<file path="src/rtl/ras_predictor_settings.svh">
`ifndef RAS_PREDICTOR_SETTINGS_SVH
`define RAS_PREDICTOR_SETTINGS_SVH

// halfwords per fetch block
`define RAS_BLOCK_HW 4

// virtual address width in bits
`define RAS_VADDR_W 39

// return address stack depth
// power of two so the index wraps by itself
`define RAS_ENTRIES 8

`endif
</file>
<file path="src/rtl/ras_predictor_pkg.sv">
`default_nettype none

`include "ras_predictor_settings.svh"

package ras_predictor_pkg;

  // one bit per halfword slot in a block
  typedef logic [`RAS_BLOCK_HW-1:0] hw_mask_t;
  typedef logic [$clog2(`RAS_BLOCK_HW)-1:0] hw_pos_t;

  // virtual address without bit 0
  typedef logic [`RAS_VADDR_W-2:0] hw_addr_t;

  typedef logic [$clog2(`RAS_ENTRIES)-1:0] ras_index_t;

  typedef logic [31:0] inst_word_t;
  typedef logic [16*`RAS_BLOCK_HW-1:0] block_data_t;

endpackage

`default_nettype wire

</file>
<file path="src/rtl/ras_predictor.sv">
`default_nettype none

`include "ras_predictor_settings.svh"

module ras_predictor
  import ras_predictor_pkg::*;
(
  input  wire logic        i_clk,
  input  wire logic        i_reset_n,
  input  wire logic        i_fetch_valid,
  input  wire hw_addr_t    i_fetch_vaddr,
  input  wire block_data_t i_fetch_data,
  input  wire hw_mask_t    i_fetch_hw_en,
  input  wire logic        i_flush_valid,
  input  wire ras_index_t  i_flush_index,
  output logic             o_call_valid,
  output hw_addr_t         o_call_target,
  output logic             o_ret_valid,
  output hw_addr_t         o_ret_target,
  output ras_index_t       o_ras_index
);

  localparam int ADDR_W  = $bits(hw_addr_t);
  localparam int BLK_LSB = $clog2(`RAS_BLOCK_HW);

  logic       w_call;
  logic       w_ret;
  hw_pos_t    w_sel_pos;
  inst_word_t w_sel_inst;
  hw_addr_t   w_block_base;
  hw_addr_t   w_call_target;
  hw_addr_t   w_return_addr;
  hw_addr_t   w_pop_addr;

  // halfword address of slot 0
  assign w_block_base = {i_fetch_vaddr[ADDR_W-1:BLK_LSB], {BLK_LSB{1'b0}}};

  fetch_branch_decode u_decode (
    .i_clk         (i_clk),
    .i_reset_n     (i_reset_n),
    .i_fetch_valid (i_fetch_valid),
    .i_fetch_vaddr (i_fetch_vaddr),
    .i_fetch_data  (i_fetch_data),
    .i_fetch_hw_en (i_fetch_hw_en),
    .o_call        (w_call),
    .o_ret         (w_ret),
    .o_sel_pos     (w_sel_pos),
    .o_sel_inst    (w_sel_inst)
  );

  call_target_calc u_target (
    .i_block_vaddr (w_block_base),
    .i_pos         (w_sel_pos),
    .i_inst        (w_sel_inst),
    .o_call_target (w_call_target),
    .o_return_addr (w_return_addr)
  );

  ras_stack u_stack (
    .i_clk         (i_clk),
    .i_reset_n     (i_reset_n),
    .i_push        (w_call),
    .i_push_addr   (w_return_addr),
    .i_pop         (w_ret),
    .i_flush_valid (i_flush_valid),
    .i_flush_index (i_flush_index),
    .o_pop_addr    (w_pop_addr),
    .o_index       (o_ras_index)
  );

  // ----------------------------------------
  // prediction outputs one cycle after fetch
  // ----------------------------------------
  always_ff @(posedge i_clk or negedge i_reset_n) begin
    if (!i_reset_n) begin
      o_call_valid <= 1'b0;
      o_ret_valid  <= 1'b0;
    end else begin
      o_call_valid <= w_call;
      o_ret_valid  <= w_ret;
    end
  end

  // targets only load with their strobe
  always_ff @(posedge i_clk) begin
    if (w_call) begin
      o_call_target <= w_call_target;
    end
    if (w_ret) begin
      o_ret_target <= w_pop_addr;
    end
  end

endmodule

`default_nettype wire

</file>
<file path="src/rtl/ras_stack.sv">
`default_nettype none

`include "ras_predictor_settings.svh"

module ras_stack
  import ras_predictor_pkg::*;
(
  input  wire logic       i_clk,
  input  wire logic       i_reset_n,
  input  wire logic       i_push,
  input  wire hw_addr_t   i_push_addr,
  input  wire logic       i_pop,
  input  wire logic       i_flush_valid,
  input  wire ras_index_t i_flush_index,
  output hw_addr_t        o_pop_addr,
  output ras_index_t      o_index
);

  hw_addr_t   r_entry [`RAS_ENTRIES];
  ras_index_t r_index;

  ras_index_t w_base;
  ras_index_t w_base_m1;
  ras_index_t w_next_index;

  // ----------------------------------------
  // index arithmetic
  // ----------------------------------------

  // flush restores first, fetch then works on top of it
  assign w_base    = i_flush_valid ? i_flush_index : r_index;
  assign w_base_m1 = w_base - ras_index_t'(1);

  always_comb begin
    w_next_index = w_base;
    if (i_push) begin
      w_next_index = w_base + ras_index_t'(1);
    end else if (i_pop) begin
      w_next_index = w_base_m1;
    end
  end

  always_ff @(posedge i_clk or negedge i_reset_n) begin
    if (!i_reset_n) begin
      r_index <= '0;
    end else begin
      r_index <= w_next_index;
    end
  end

  // ----------------------------------------
  // entry storage
  // ----------------------------------------
  always_ff @(posedge i_clk or negedge i_reset_n) begin
    if (!i_reset_n) begin
      for (int i = 0; i < `RAS_ENTRIES; i++) begin
        r_entry[i] <= '0;
      end
    end else if (i_push) begin
      r_entry[w_base] <= i_push_addr;
    end
  end

  // top of stack relative to the working base
  assign o_pop_addr = r_entry[w_base_m1];
  assign o_index    = r_index;

endmodule

`default_nettype wire

</file>
<file path="src/rtl/call_target_calc.sv">
`default_nettype none

module call_target_calc
  import ras_predictor_pkg::*;
(
  input  wire hw_addr_t   i_block_vaddr,
  input  wire hw_pos_t    i_pos,
  input  wire inst_word_t i_inst,
  output hw_addr_t        o_call_target,
  output hw_addr_t        o_return_addr
);

  localparam int ADDR_W = $bits(hw_addr_t);

  logic [19:0] w_imm;
  hw_addr_t    w_offset;
  hw_addr_t    w_pos;
  hw_addr_t    w_inst_base;

  // J-type immediate in halfword units
  assign w_imm = {i_inst[31], i_inst[19:12], i_inst[20], i_inst[30:21]};

  assign w_offset = {{(ADDR_W-20){w_imm[19]}}, w_imm};

  assign w_pos = hw_addr_t'(i_pos);

  // slot is the upper half so the call starts one halfword earlier
  assign w_inst_base = i_block_vaddr + w_pos - hw_addr_t'(1);

  assign o_call_target = w_inst_base + w_offset;

  // next halfword after the upper half of the call
  assign o_return_addr = i_block_vaddr + w_pos + hw_addr_t'(1);

endmodule

`default_nettype wire

</file>
<file path="src/rtl/fetch_branch_decode.sv">
`default_nettype none

`include "ras_predictor_settings.svh"

module fetch_branch_decode
  import ras_predictor_pkg::*;
(
  input  wire logic        i_clk,
  input  wire logic        i_reset_n,
  input  wire logic        i_fetch_valid,
  input  wire hw_addr_t    i_fetch_vaddr,
  input  wire block_data_t i_fetch_data,
  input  wire hw_mask_t    i_fetch_hw_en,
  output logic             o_call,
  output logic             o_ret,
  output hw_pos_t          o_sel_pos,
  output inst_word_t       o_sel_inst
);

  localparam int ADDR_W  = $bits(hw_addr_t);
  localparam int BLK_LSB = $clog2(`RAS_BLOCK_HW);
  localparam int BLK_W   = ADDR_W - BLK_LSB;

  logic [15:0]      w_hw     [`RAS_BLOCK_HW];
  inst_word_t       w_inst32 [`RAS_BLOCK_HW];
  hw_mask_t         w_start;
  hw_mask_t         w_upper;
  hw_mask_t         w_call;
  hw_mask_t         w_ret;
  hw_mask_t         w_other;
  logic [BLK_W-1:0] w_blk;
  logic             w_consec;
  hw_pos_t          w_sel_pos;
  logic             w_found;

  logic [BLK_W-1:0] r_prev_blk_p1;
  logic             r_prev_last_32;
  logic [15:0]      r_prev_last_hw;

  // ----------------------------------------
  // straddle tracking
  // ----------------------------------------
  assign w_blk    = i_fetch_vaddr[ADDR_W-1:BLK_LSB];
  assign w_consec = (w_blk == r_prev_blk_p1);

  always_ff @(posedge i_clk or negedge i_reset_n) begin
    if (!i_reset_n) begin
      r_prev_blk_p1  <= '0;
      r_prev_last_32 <= 1'b0;
    end else if (i_fetch_valid) begin
      r_prev_blk_p1  <= w_blk + BLK_W'(1);
      r_prev_last_32 <= w_start[`RAS_BLOCK_HW-1];
    end
  end

  // lower half of a possible straddler
  always_ff @(posedge i_clk) begin
    if (i_fetch_valid) begin
      r_prev_last_hw <= w_hw[`RAS_BLOCK_HW-1];
    end
  end

  // 32-bit start chain seeded at slot 0 from the previous block
  always_comb begin
    w_upper[0] = w_consec & r_prev_last_32;
    w_start[0] = (w_hw[0][1:0] == 2'b11) & ~w_upper[0];
    for (int i = 1; i < `RAS_BLOCK_HW; i++) begin
      w_upper[i] = w_start[i-1];
      w_start[i] = (w_hw[i][1:0] == 2'b11) & ~w_upper[i];
    end
  end

  // ----------------------------------------
  // per-slot classification
  // ----------------------------------------
  for (genvar i = 0; i < `RAS_BLOCK_HW; i++) begin : g_pos
    logic [15:0] c;
    inst_word_t  s;
    logic        c_j;
    logic        c_jr;
    logic        c_jalr;
    logic        s_jal;
    logic        s_jalr;
    logic        s_ret;

    assign w_hw[i] = i_fetch_data[i*16 +: 16];

    if (i == 0) begin : g_first
      assign w_inst32[i] = {w_hw[0], r_prev_last_hw};
    end else begin : g_rest
      assign w_inst32[i] = {w_hw[i], w_hw[i-1]};
    end

    assign c = w_hw[i];
    assign s = w_inst32[i];

    // compressed forms with rs2 zero for jr and jalr
    assign c_j    = (c[1:0] == 2'b01) & (c[15:13] == 3'b101);
    assign c_jr   = (c[1:0] == 2'b10) & (c[15:12] == 4'b1000) &
                    (c[11:7] != 5'd0) & (c[6:2] == 5'd0);
    assign c_jalr = (c[1:0] == 2'b10) & (c[15:12] == 4'b1001) &
                    (c[11:7] != 5'd0) & (c[6:2] == 5'd0);

    assign s_jal  = (s[6:0] == 7'b1101111);
    assign s_jalr = (s[6:0] == 7'b1100111) & (s[14:12] == 3'b000);
    // jalr x0, 0(x1)
    assign s_ret  = s_jalr & (s[11:7] == 5'd0) & (s[19:15] == 5'd1) &
                    (s[31:20] == 12'd0);

    assign w_call[i]  = i_fetch_hw_en[i] & w_upper[i] & s_jal & (s[11:7] == 5'd1);
    assign w_ret[i]   = i_fetch_hw_en[i] &
                        ((~w_upper[i] & c_jr & (c[11:7] == 5'd1)) |
                         (w_upper[i] & s_ret));
    assign w_other[i] = i_fetch_hw_en[i] &
                        ((~w_upper[i] & (c_j | c_jalr | (c_jr & (c[11:7] != 5'd1)))) |
                         (w_upper[i] & ((s_jal & (s[11:7] != 5'd1)) |
                                        (s_jalr & ~s_ret))));
  end

  // ----------------------------------------
  // first transfer wins
  // ----------------------------------------
  always_comb begin
    w_sel_pos = '0;
    w_found   = 1'b0;
    for (int i = `RAS_BLOCK_HW-1; i >= 0; i--) begin
      if (w_call[i] | w_ret[i] | w_other[i]) begin
        w_sel_pos = hw_pos_t'(i);
        w_found   = 1'b1;
      end
    end
  end

  assign o_call     = i_fetch_valid & w_found & w_call[w_sel_pos];
  assign o_ret      = i_fetch_valid & w_found & w_ret[w_sel_pos];
  assign o_sel_pos  = w_sel_pos;
  assign o_sel_inst = w_inst32[w_sel_pos];

endmodule

`default_nettype wire

</file>
<file path="config.mk">
export PLATFORM = sky130hd
export DESIGN_NAME = ras_predictor
export DESIGN_NICKNAME = d
export VERILOG_FILES = /design/src/rtl/ras_predictor_pkg.sv /design/src/rtl/ras_predictor.sv /design/src/rtl/ras_stack.sv /design/src/rtl/call_target_calc.sv /design/src/rtl/fetch_branch_decode.sv
export VERILOG_INCLUDE_DIRS = /design/src /design/src/rtl
export SDC_FILE = /design/constraint.sdc
export NUM_CORES = 1
export LEC_CHECK = 0
export BUFFER_PORTS_ARGS = -buffer_cell sky130_fd_sc_hd__buf_2
export CAP_MARGIN = 15
export CORE_MARGIN = 2
export CORE_UTILIZATION = 45
export CTS_BUF_LIST = sky130_fd_sc_hd__clkbuf_8
export CTS_CLUSTER_DIAMETER = 200
export DETAILED_ROUTE_END_ITERATION = 8
export PLACE_DENSITY_LB_ADDON = 0.3
export SYNTH_ARGS = -nofsm -noshare
export SYNTH_HDL_FRONTEND = slang
export SYNTH_SLANG_ARGS = --single-unit
</file>
<file path="constraint.sdc">
create_clock -name i_clk -period 7.1 [get_ports i_clk]
set_input_delay 0.71 -clock i_clk [delete_from_list [all_inputs] [get_ports i_clk]]
set_output_delay 0.71 -clock i_clk [all_outputs]
set_load 0.02 [all_outputs]
</file>
**Word-level counts from Yosys, hierarchy flattened**

Index checks and enable logic that the tools add are counted.

- Add/sub/neg operators: 7
- Magnitude comparators: 5
- Equality and inequality tests: 47
- Muxes and demuxes: 24
- Bitwise gates (word level): 143
- Reductions and logical operators: 21

Operator list:

| operator | number |
|---|---|
| 304-bit bitwise mux | 1 |
| 38-bit binary-select mux with 3-bit select | 1 |
| 38-bit demux with 3-bit select | 1 |
| 38-bit two-way mux | 3 |
| 1-bit bitwise AND | 104 |
| 32-bit binary-select mux with 2-bit select | 1 |
| 32-bit two-way mux | 2 |
| 7-bit == test (second input constant) | 8 |
| 12-bit zero test | 4 |
| 5-bit by 1-bit == test with 1-bit output (second input constant) | 9 |
| 5-bit zero test | 8 |
| 38-bit by 1-bit adder with 38-bit output (second input constant) | 1 |
| 38-bit by 2-bit adder with 38-bit output | 1 |
| 38-bit adder | 1 |
| 38-bit by 1-bit subtractor with 38-bit output (second input constant) | 1 |
| 36-bit by 1-bit adder with 36-bit output (second input constant) | 1 |
| 36-bit == test | 1 |
| 4-bit == test (second input constant) | 8 |
| 1-bit OR | 28 |
| 5-bit by 1-bit != test with 1-bit output (second input constant) | 5 |
| 5-bit nonzero test | 4 |
| 2-bit == test (second input constant) | 8 |
| 3-bit == test (second input constant) | 4 |
| 3-bit zero test | 4 |
| other kinds (15) | 38 |

- Register bits after elaboration: 438
- Input port bits: 113
- Output and inout bits: 81
- Logic and storage cells: 263

**Logic depth before layout (Yosys ltp)**

- Depth in word-level cells: 24
- Mapped depth: 26
- Gate-level depth less buffers: 24

**By module**

From an unflattened synthesis, not the netlist that was laid out.

- Cell total of the unflattened synthesis: 2,050
- Area total of the unflattened synthesis: 25,226.7 µm²

Modules (own cells, without submodules):

| module | times used | cells an instance | area each (µm²) | sequential area each (µm²) |
|---|---|---|---|---|
| ras_stack | 1 | 814 | 13,849.5 | 7,682.4 |
| fetch_branch_decode | 1 | 508 | 4,579.4 | 1,406.3 |
| call_target_calc | 1 | 649 | 4,461.8 | 0.0 |
| ras_predictor | 1 | 79 | 2,336.0 | 2,332.2 |

**Worst setup path after synthesis**

OpenSTA, ideal clock, no wires.

- Path type: input to register
- Start: input port i_fetch_vaddr[34]
- End: register o_call_target[37] (data pin)
- Library setup time: 0.261 ns
- Data arrival time: 5.968 ns
- Required time: 6.839 ns
- Setup slack: 0.870 ns
- Stages on the path: 25
- Buffers on the path: 2
- Cells stage by stage: clkbuf_1 xnor2_1 nand4_1 or4_4 nor4_4 o21ai_1 a211oi_4 o21ai_1 buf_2 mux2_2 o21ai_1 ha_1 inv_1 ha_1 fa_1 a211oi_1 o21a_1 nor3_1 a221oi_1 o21ai_0 a21oi_1 o21ai_0 o221ai_1 o21ai_0 xnor2_1

- Longest elaborated chain between the ends: 24
- Elaborated cells on any way between the ends: 76
- Those cells by class: add/sub (3); eq/ne (1); mux (7); bitwise (65)

Ends and longest elaborated chain:

| element | RTL line | RTL |
|---|---|---|
| start: declaration | ras_predictor.sv:11 | `input wire hw_addr_t i_fetch_vaddr,` |
| branches (longest 23 deep; another with 36-bit == test) | n/a |  |
| 38-bit adder * | call_target_calc.sv:30 | `assign o_call_target = w_inst_base + w_offset;` |
| named net u_target.o_call_target[37] | call_target_calc.sv:9 | `output hw_addr_t o_call_target,` |
| end signal: assignment | ras_predictor.sv:87 | `o_call_target <= w_call_target;` |
| end: declaration | ras_predictor.sv:17 | `output hw_addr_t o_call_target,` |

Mark *: on every way through the listed nets, which the timed path passes. The select of a mux whose other input is x is not followed.
A chain may end at the register's enable or synchronous reset.

**Worst setup path in the final report**

- Start: register u_decode.r_prev_blk_p1[13]
- End: register o_call_target[37] (data pin)

- Longest elaborated chain between the ends: 24
- Elaborated cells on any way between the ends: 76
- Those cells by class: add/sub (3); eq/ne (1); mux (7); bitwise (65)

Ends and longest elaborated chain:

| element | RTL line | RTL |
|---|---|---|
| start: declaration | fetch_branch_decode.sv:36 | `logic [BLK_W-1:0] r_prev_blk_p1;` |
| start signal: assignment | fetch_branch_decode.sv:51 | `r_prev_blk_p1 <= w_blk + BLK_W'(1);` |
| 36-bit == test * | fetch_branch_decode.sv:44 | `assign w_consec = (w_blk == r_prev_blk_p1);` |
| 1-bit bitwise AND * | fetch_branch_decode.sv:65 | `w_upper[0] = w_consec & r_prev_last_32;` |
| 1-bit inverter | fetch_branch_decode.sv:66, fetch_branch_decode.sv:112, fetch_branch_decode.sv:115 |  |
| 1-bit bitwise AND | fetch_branch_decode.sv:66 | `w_start[0] = (w_hw[0][1:0] == 2'b11) & ~w_upper[0];` |
| 1-bit inverter | fetch_branch_decode.sv:69, fetch_branch_decode.sv:112, fetch_branch_decode.sv:115 |  |
| 1-bit bitwise AND | fetch_branch_decode.sv:69 | `w_start[i] = (w_hw[i][1:0] == 2'b11) & ~w_upper[i];` |
| 1-bit inverter | fetch_branch_decode.sv:69, fetch_branch_decode.sv:112, fetch_branch_decode.sv:115 |  |
| 1-bit bitwise AND | fetch_branch_decode.sv:69 |  |
| [... 3 more ...] | n/a |  |
| 1-bit OR | fetch_branch_decode.sv:112 | `((~w_upper[i] & c_jr & (c[11:7] == 5'd1)) \|` |
| 1-bit bitwise AND | fetch_branch_decode.sv:111 | `assign w_ret[i] = i_fetch_hw_en[i] &` |
| 1-bit OR (2 in series) | fetch_branch_decode.sv:127 | `if (w_call[i] \| w_ret[i] \| w_other[i]) begin` |
| 2-bit two-way mux (3 in series) | fetch_branch_decode.sv:127 |  |
| 2-bit two-way mux * | fetch_branch_decode.sv:127 |  |
| branches (longest 4 deep; another with 38-bit by 2-bit adder with 38-bit output) | n/a |  |
| 38-bit adder * | call_target_calc.sv:30 |  |
| named net u_target.o_call_target[37] | call_target_calc.sv:9 |  |

Marked as above.

==> flow_summary_export.csv <==
group,metric,value,unit
timing,layout_min_cycle_time,6.348,ns
drt,via_per_inst,5.580,
power,p_per_area,216.9,mW/mm^2
cts,post_cts_resized,0,
power,vdd_drop_max,0.0001462,V
cts,clk_pin_slew,0.06,ns
global_routing,grt.total_usage,23.07,%
synthesis,synth.most_common_cell,"mux2_2",
placement,gp_congestion,0.8977,
cts,cts.htree.levels,3,
synthesis,synth_edf_count,92,
cells_and_area,post-route-cell-area,0.02700,sq mm
cts,cts_tree,"built",
placement,dp_hpwl,42.62,mm
cells_and_area,drive_gt1_share,37.12,%
cts,clock_tree.buffer_depth,3,
synthesis,synthDistinctLibCells,67,
setup_path,cp.arrival,6.75,ns
drt,drc_errors,0,
synthesis,syn_area_per_cell,12.60,sq um
run_status,status,"finished clean",
drt,post_drt_wl_per_cell,21.71,um
timing,post-route-period-util,89.41,%
hold_path,min_path_type,"input pin to async pin",
cts,cts.sinks,438,
timing,slew_viol_final,0,
floorplan,die_area,0.05433,sq mm
cts,cts_setup_buffers,0,
setup_path,crit_chain,"xnor2_1 > nand4_1 > or4_4 > nor4_4 > o21ai_1 > a211oi_4 > o21ai_4 > buf_12 > buf_12 > mux2i_1 > nand2_1 > o21ai_0 > ha_1 > fa_1 > a211oi_1 > o21a_1 > nor3_1 > a221oi_1 > o21ai_0 > a21oi_1 > o21ai_0 > o221ai_1 > o21ai_0 > xnor2_1",
synthesis,synth_area_leader_cell,"dfrtp_1",
synthesis,synth.area.top_cells,"dfrtp_1 (37%), mux2_2 (17%), edfxtp_1 (12%)",
synthesis,synth_ff_type,"dfrtp_1",
setup_path,crit_path_start_kind,"register",
timing,timing.fmax,157.5,MHz
cts,clock-root-buffer,"clkbuf_8",
drt,drt_iter0_drc,972,
global_routing,grt_overflow,0,
synthesis,synth-seq-area-share,48.36,%
timing,finClkSkew,0.02971,ns
setup_path,reg2reg_depth,24,
synthesis,synth_cells,1875,
global_routing,grt_pass1_wl,94.43,mm
floorplan,start_util,45.76,%
timing,timing.final.hold_violations,0,
synthesis,yosys.area.top_type_share,36.66,%
synthesis,syn_nets,2065,
run,max-cap-violations,0,
timing,timing.setup.tns,0,ns
setup_path,crit_path_top_delay_cell,"or4_4",
power,p_total,5.856,mW
drt,wl,61.94,mm
synthesis,ys_ff_latch,438,
global_routing,grt_pass1_vias,16510,
setup_path,critPathKind,"register to register",
setup_path,critPathMaxStageDelay,0.60,ns
setup_path,crit_required,7.50,ns
drt,firstDrtPassIters,5,
placement,port_buffers,191,
cts,insertion_delay,0.65,ns
synthesis,ys_warn_count,0,
timing,worst_slew_pin_slew,1.188,ns
synthesis,synth_area,0.02362,sq mm
global_routing,antenna_found_initial,8,
floorplan,die_x,233.1,um
cells_and_area,areaGrowthSynthToFinish,14.35,%
global_routing,grt_start_max_net_pins,201,
synthesis,ys_async_sr_fraction,79.00,%
drt,drtAntennaViolNets,0,
cells_and_area,nFillCells,4435,
setup_path,cp.buffers_inverters,2,
floorplan,ios,194,
setup_path,crit_fanout,15,
floorplan,coreArea,0.05161,sq mm
drt,vias,15920,
setup_path,cpLargestDelayFamily,"compound AO/OA/AOI/OAI gates",
floorplan,die_y,233.1,um
power,p_leak,13.04,nW
cts,cts_buffers,76,
synthesis,synth_commonest_cells,"mux2_2 (356), dfrtp_1 (346), inv_1 (121)",
setup_path,critPathMostFrequentCell,"o21ai_0",
setup_path,end_kind,"register",
cts,cts_hold_buf,0,
timing,rsz0062_at_grt,"false",
placement,placed_area,0.02554,sq mm
cells_and_area,nets,2301,
floorplan,rows,83,
timing,slew-limit-headroom,19.71,%
timing,hold_slack,0.08010,ns
setup_path,cp.depth,24,
timing,setup_viol,0,
power breakdown:
part           leakage, nW  switching [mW]  internal (mW)
clock                0.860            1.04           1.17
sequential            5.66          0.0236           2.63
combinational         6.51           0.592          0.391
total                 13.0            1.66           4.20
layout by cell type (no fill, tap or decap), drive strengths merged, types with 38 or more instances in the layout:
master / count
a21oi: 73
buf: 250
clkbuf: 89
dfrtp: 346
edfxtp: 92
ha: 76
inv: 157
mux2: 364
mux4: 76
nand2: 79
nand3: 38
nor2: 85
o21ai: 51
xnor2: 117
registers in the layout, summed over array words and instances, names as in the netlist:
signal,flops
u_stack.r_entry,304
o_ret_valid,1
o_ret_target,38
u_decode.r_prev_last_32,1
u_decode.r_prev_last_hw,16
o_call_valid,1
o_call_target,38
u_decode.r_prev_blk_p1,36
u_stack.o_index,3
final timing paths:
kind                                            start                         end  slack, ns
max reg2reg                u_decode.r_prev_blk_p1[13]           o_call_target[37]       0.75
max in group asynchronous                   i_reset_n         u_stack.r_entry[72]       5.40
max                        u_decode.r_prev_blk_p1[13]           o_call_target[37]       0.75
min in group i_clk                   i_fetch_data[52]  u_decode.r_prev_last_hw[4]       0.27
min                                         i_reset_n                 o_ret_valid       0.08
min reg2reg                      u_stack.r_entry[223]        u_stack.r_entry[223]       0.49
stage by stage:
step / setup WS, ns / util (%) / instances
2_1_floorplan: 0.8702 / - / 1875
3_3_place_gp: 0.3086 / 49.49 / 2713
3_5_place_dp: 0.2487 / 49.49 / 2713
4_1_cts: 0.7131 / 52.29 / 2846
5_1_grt: 0.3786 / 52.31 / 2851
6_report: 0.7517 / 52.32 / 2853
cells by family after synthesis:
family | after synthesis | share of synthesized area, %
muxes | 465 | 25.66
DFF | 438 | 48.36
xor gates and xnor gates | 141 | 5.372
buffers and inverters | 215 | 3.825
AOI/OAI and AO/OA | 188 | 4.885
adders and majority gates | 77 | 4.111
and+or+nand+nor | 351 | 7.783
layer usage:
layer / share of wire [%] / track usage (%) / vias to the layer above / routed length, um
met2: 48 / 38.03 / 465 / 29890
met5: 0.018 / 0 / - / 11
met3: 5.4 / 4.309 / 106 / 3331
met4: 3.4 / 10.21 / 2 / 2107
met1: 43 / 29.68 / 8065 / 26600
li1: - / - / 7282 / -
area by class of cell:
| type | count | area, sq um | share of cell area [%] |
|---|---|---|---|
| sequential | 438 | 11420 | 42.29 |
| antenna | 7 | 17.52 | 0.06487 |
| timing repair buffer | 250 | 1471 | 5.449 |
| inverter | 123 | 464.2 | 1.719 |
| clock inverter | 44 | 219.0 | 0.8108 |
| clock buffer | 89 | 1225 | 4.536 |
| tap | 680 | 850.8 | 3.151 |
| multi-input combinational | 1222 | 11340 | 41.98 |
Note: power is estimated with default switching activity, not from simulation.
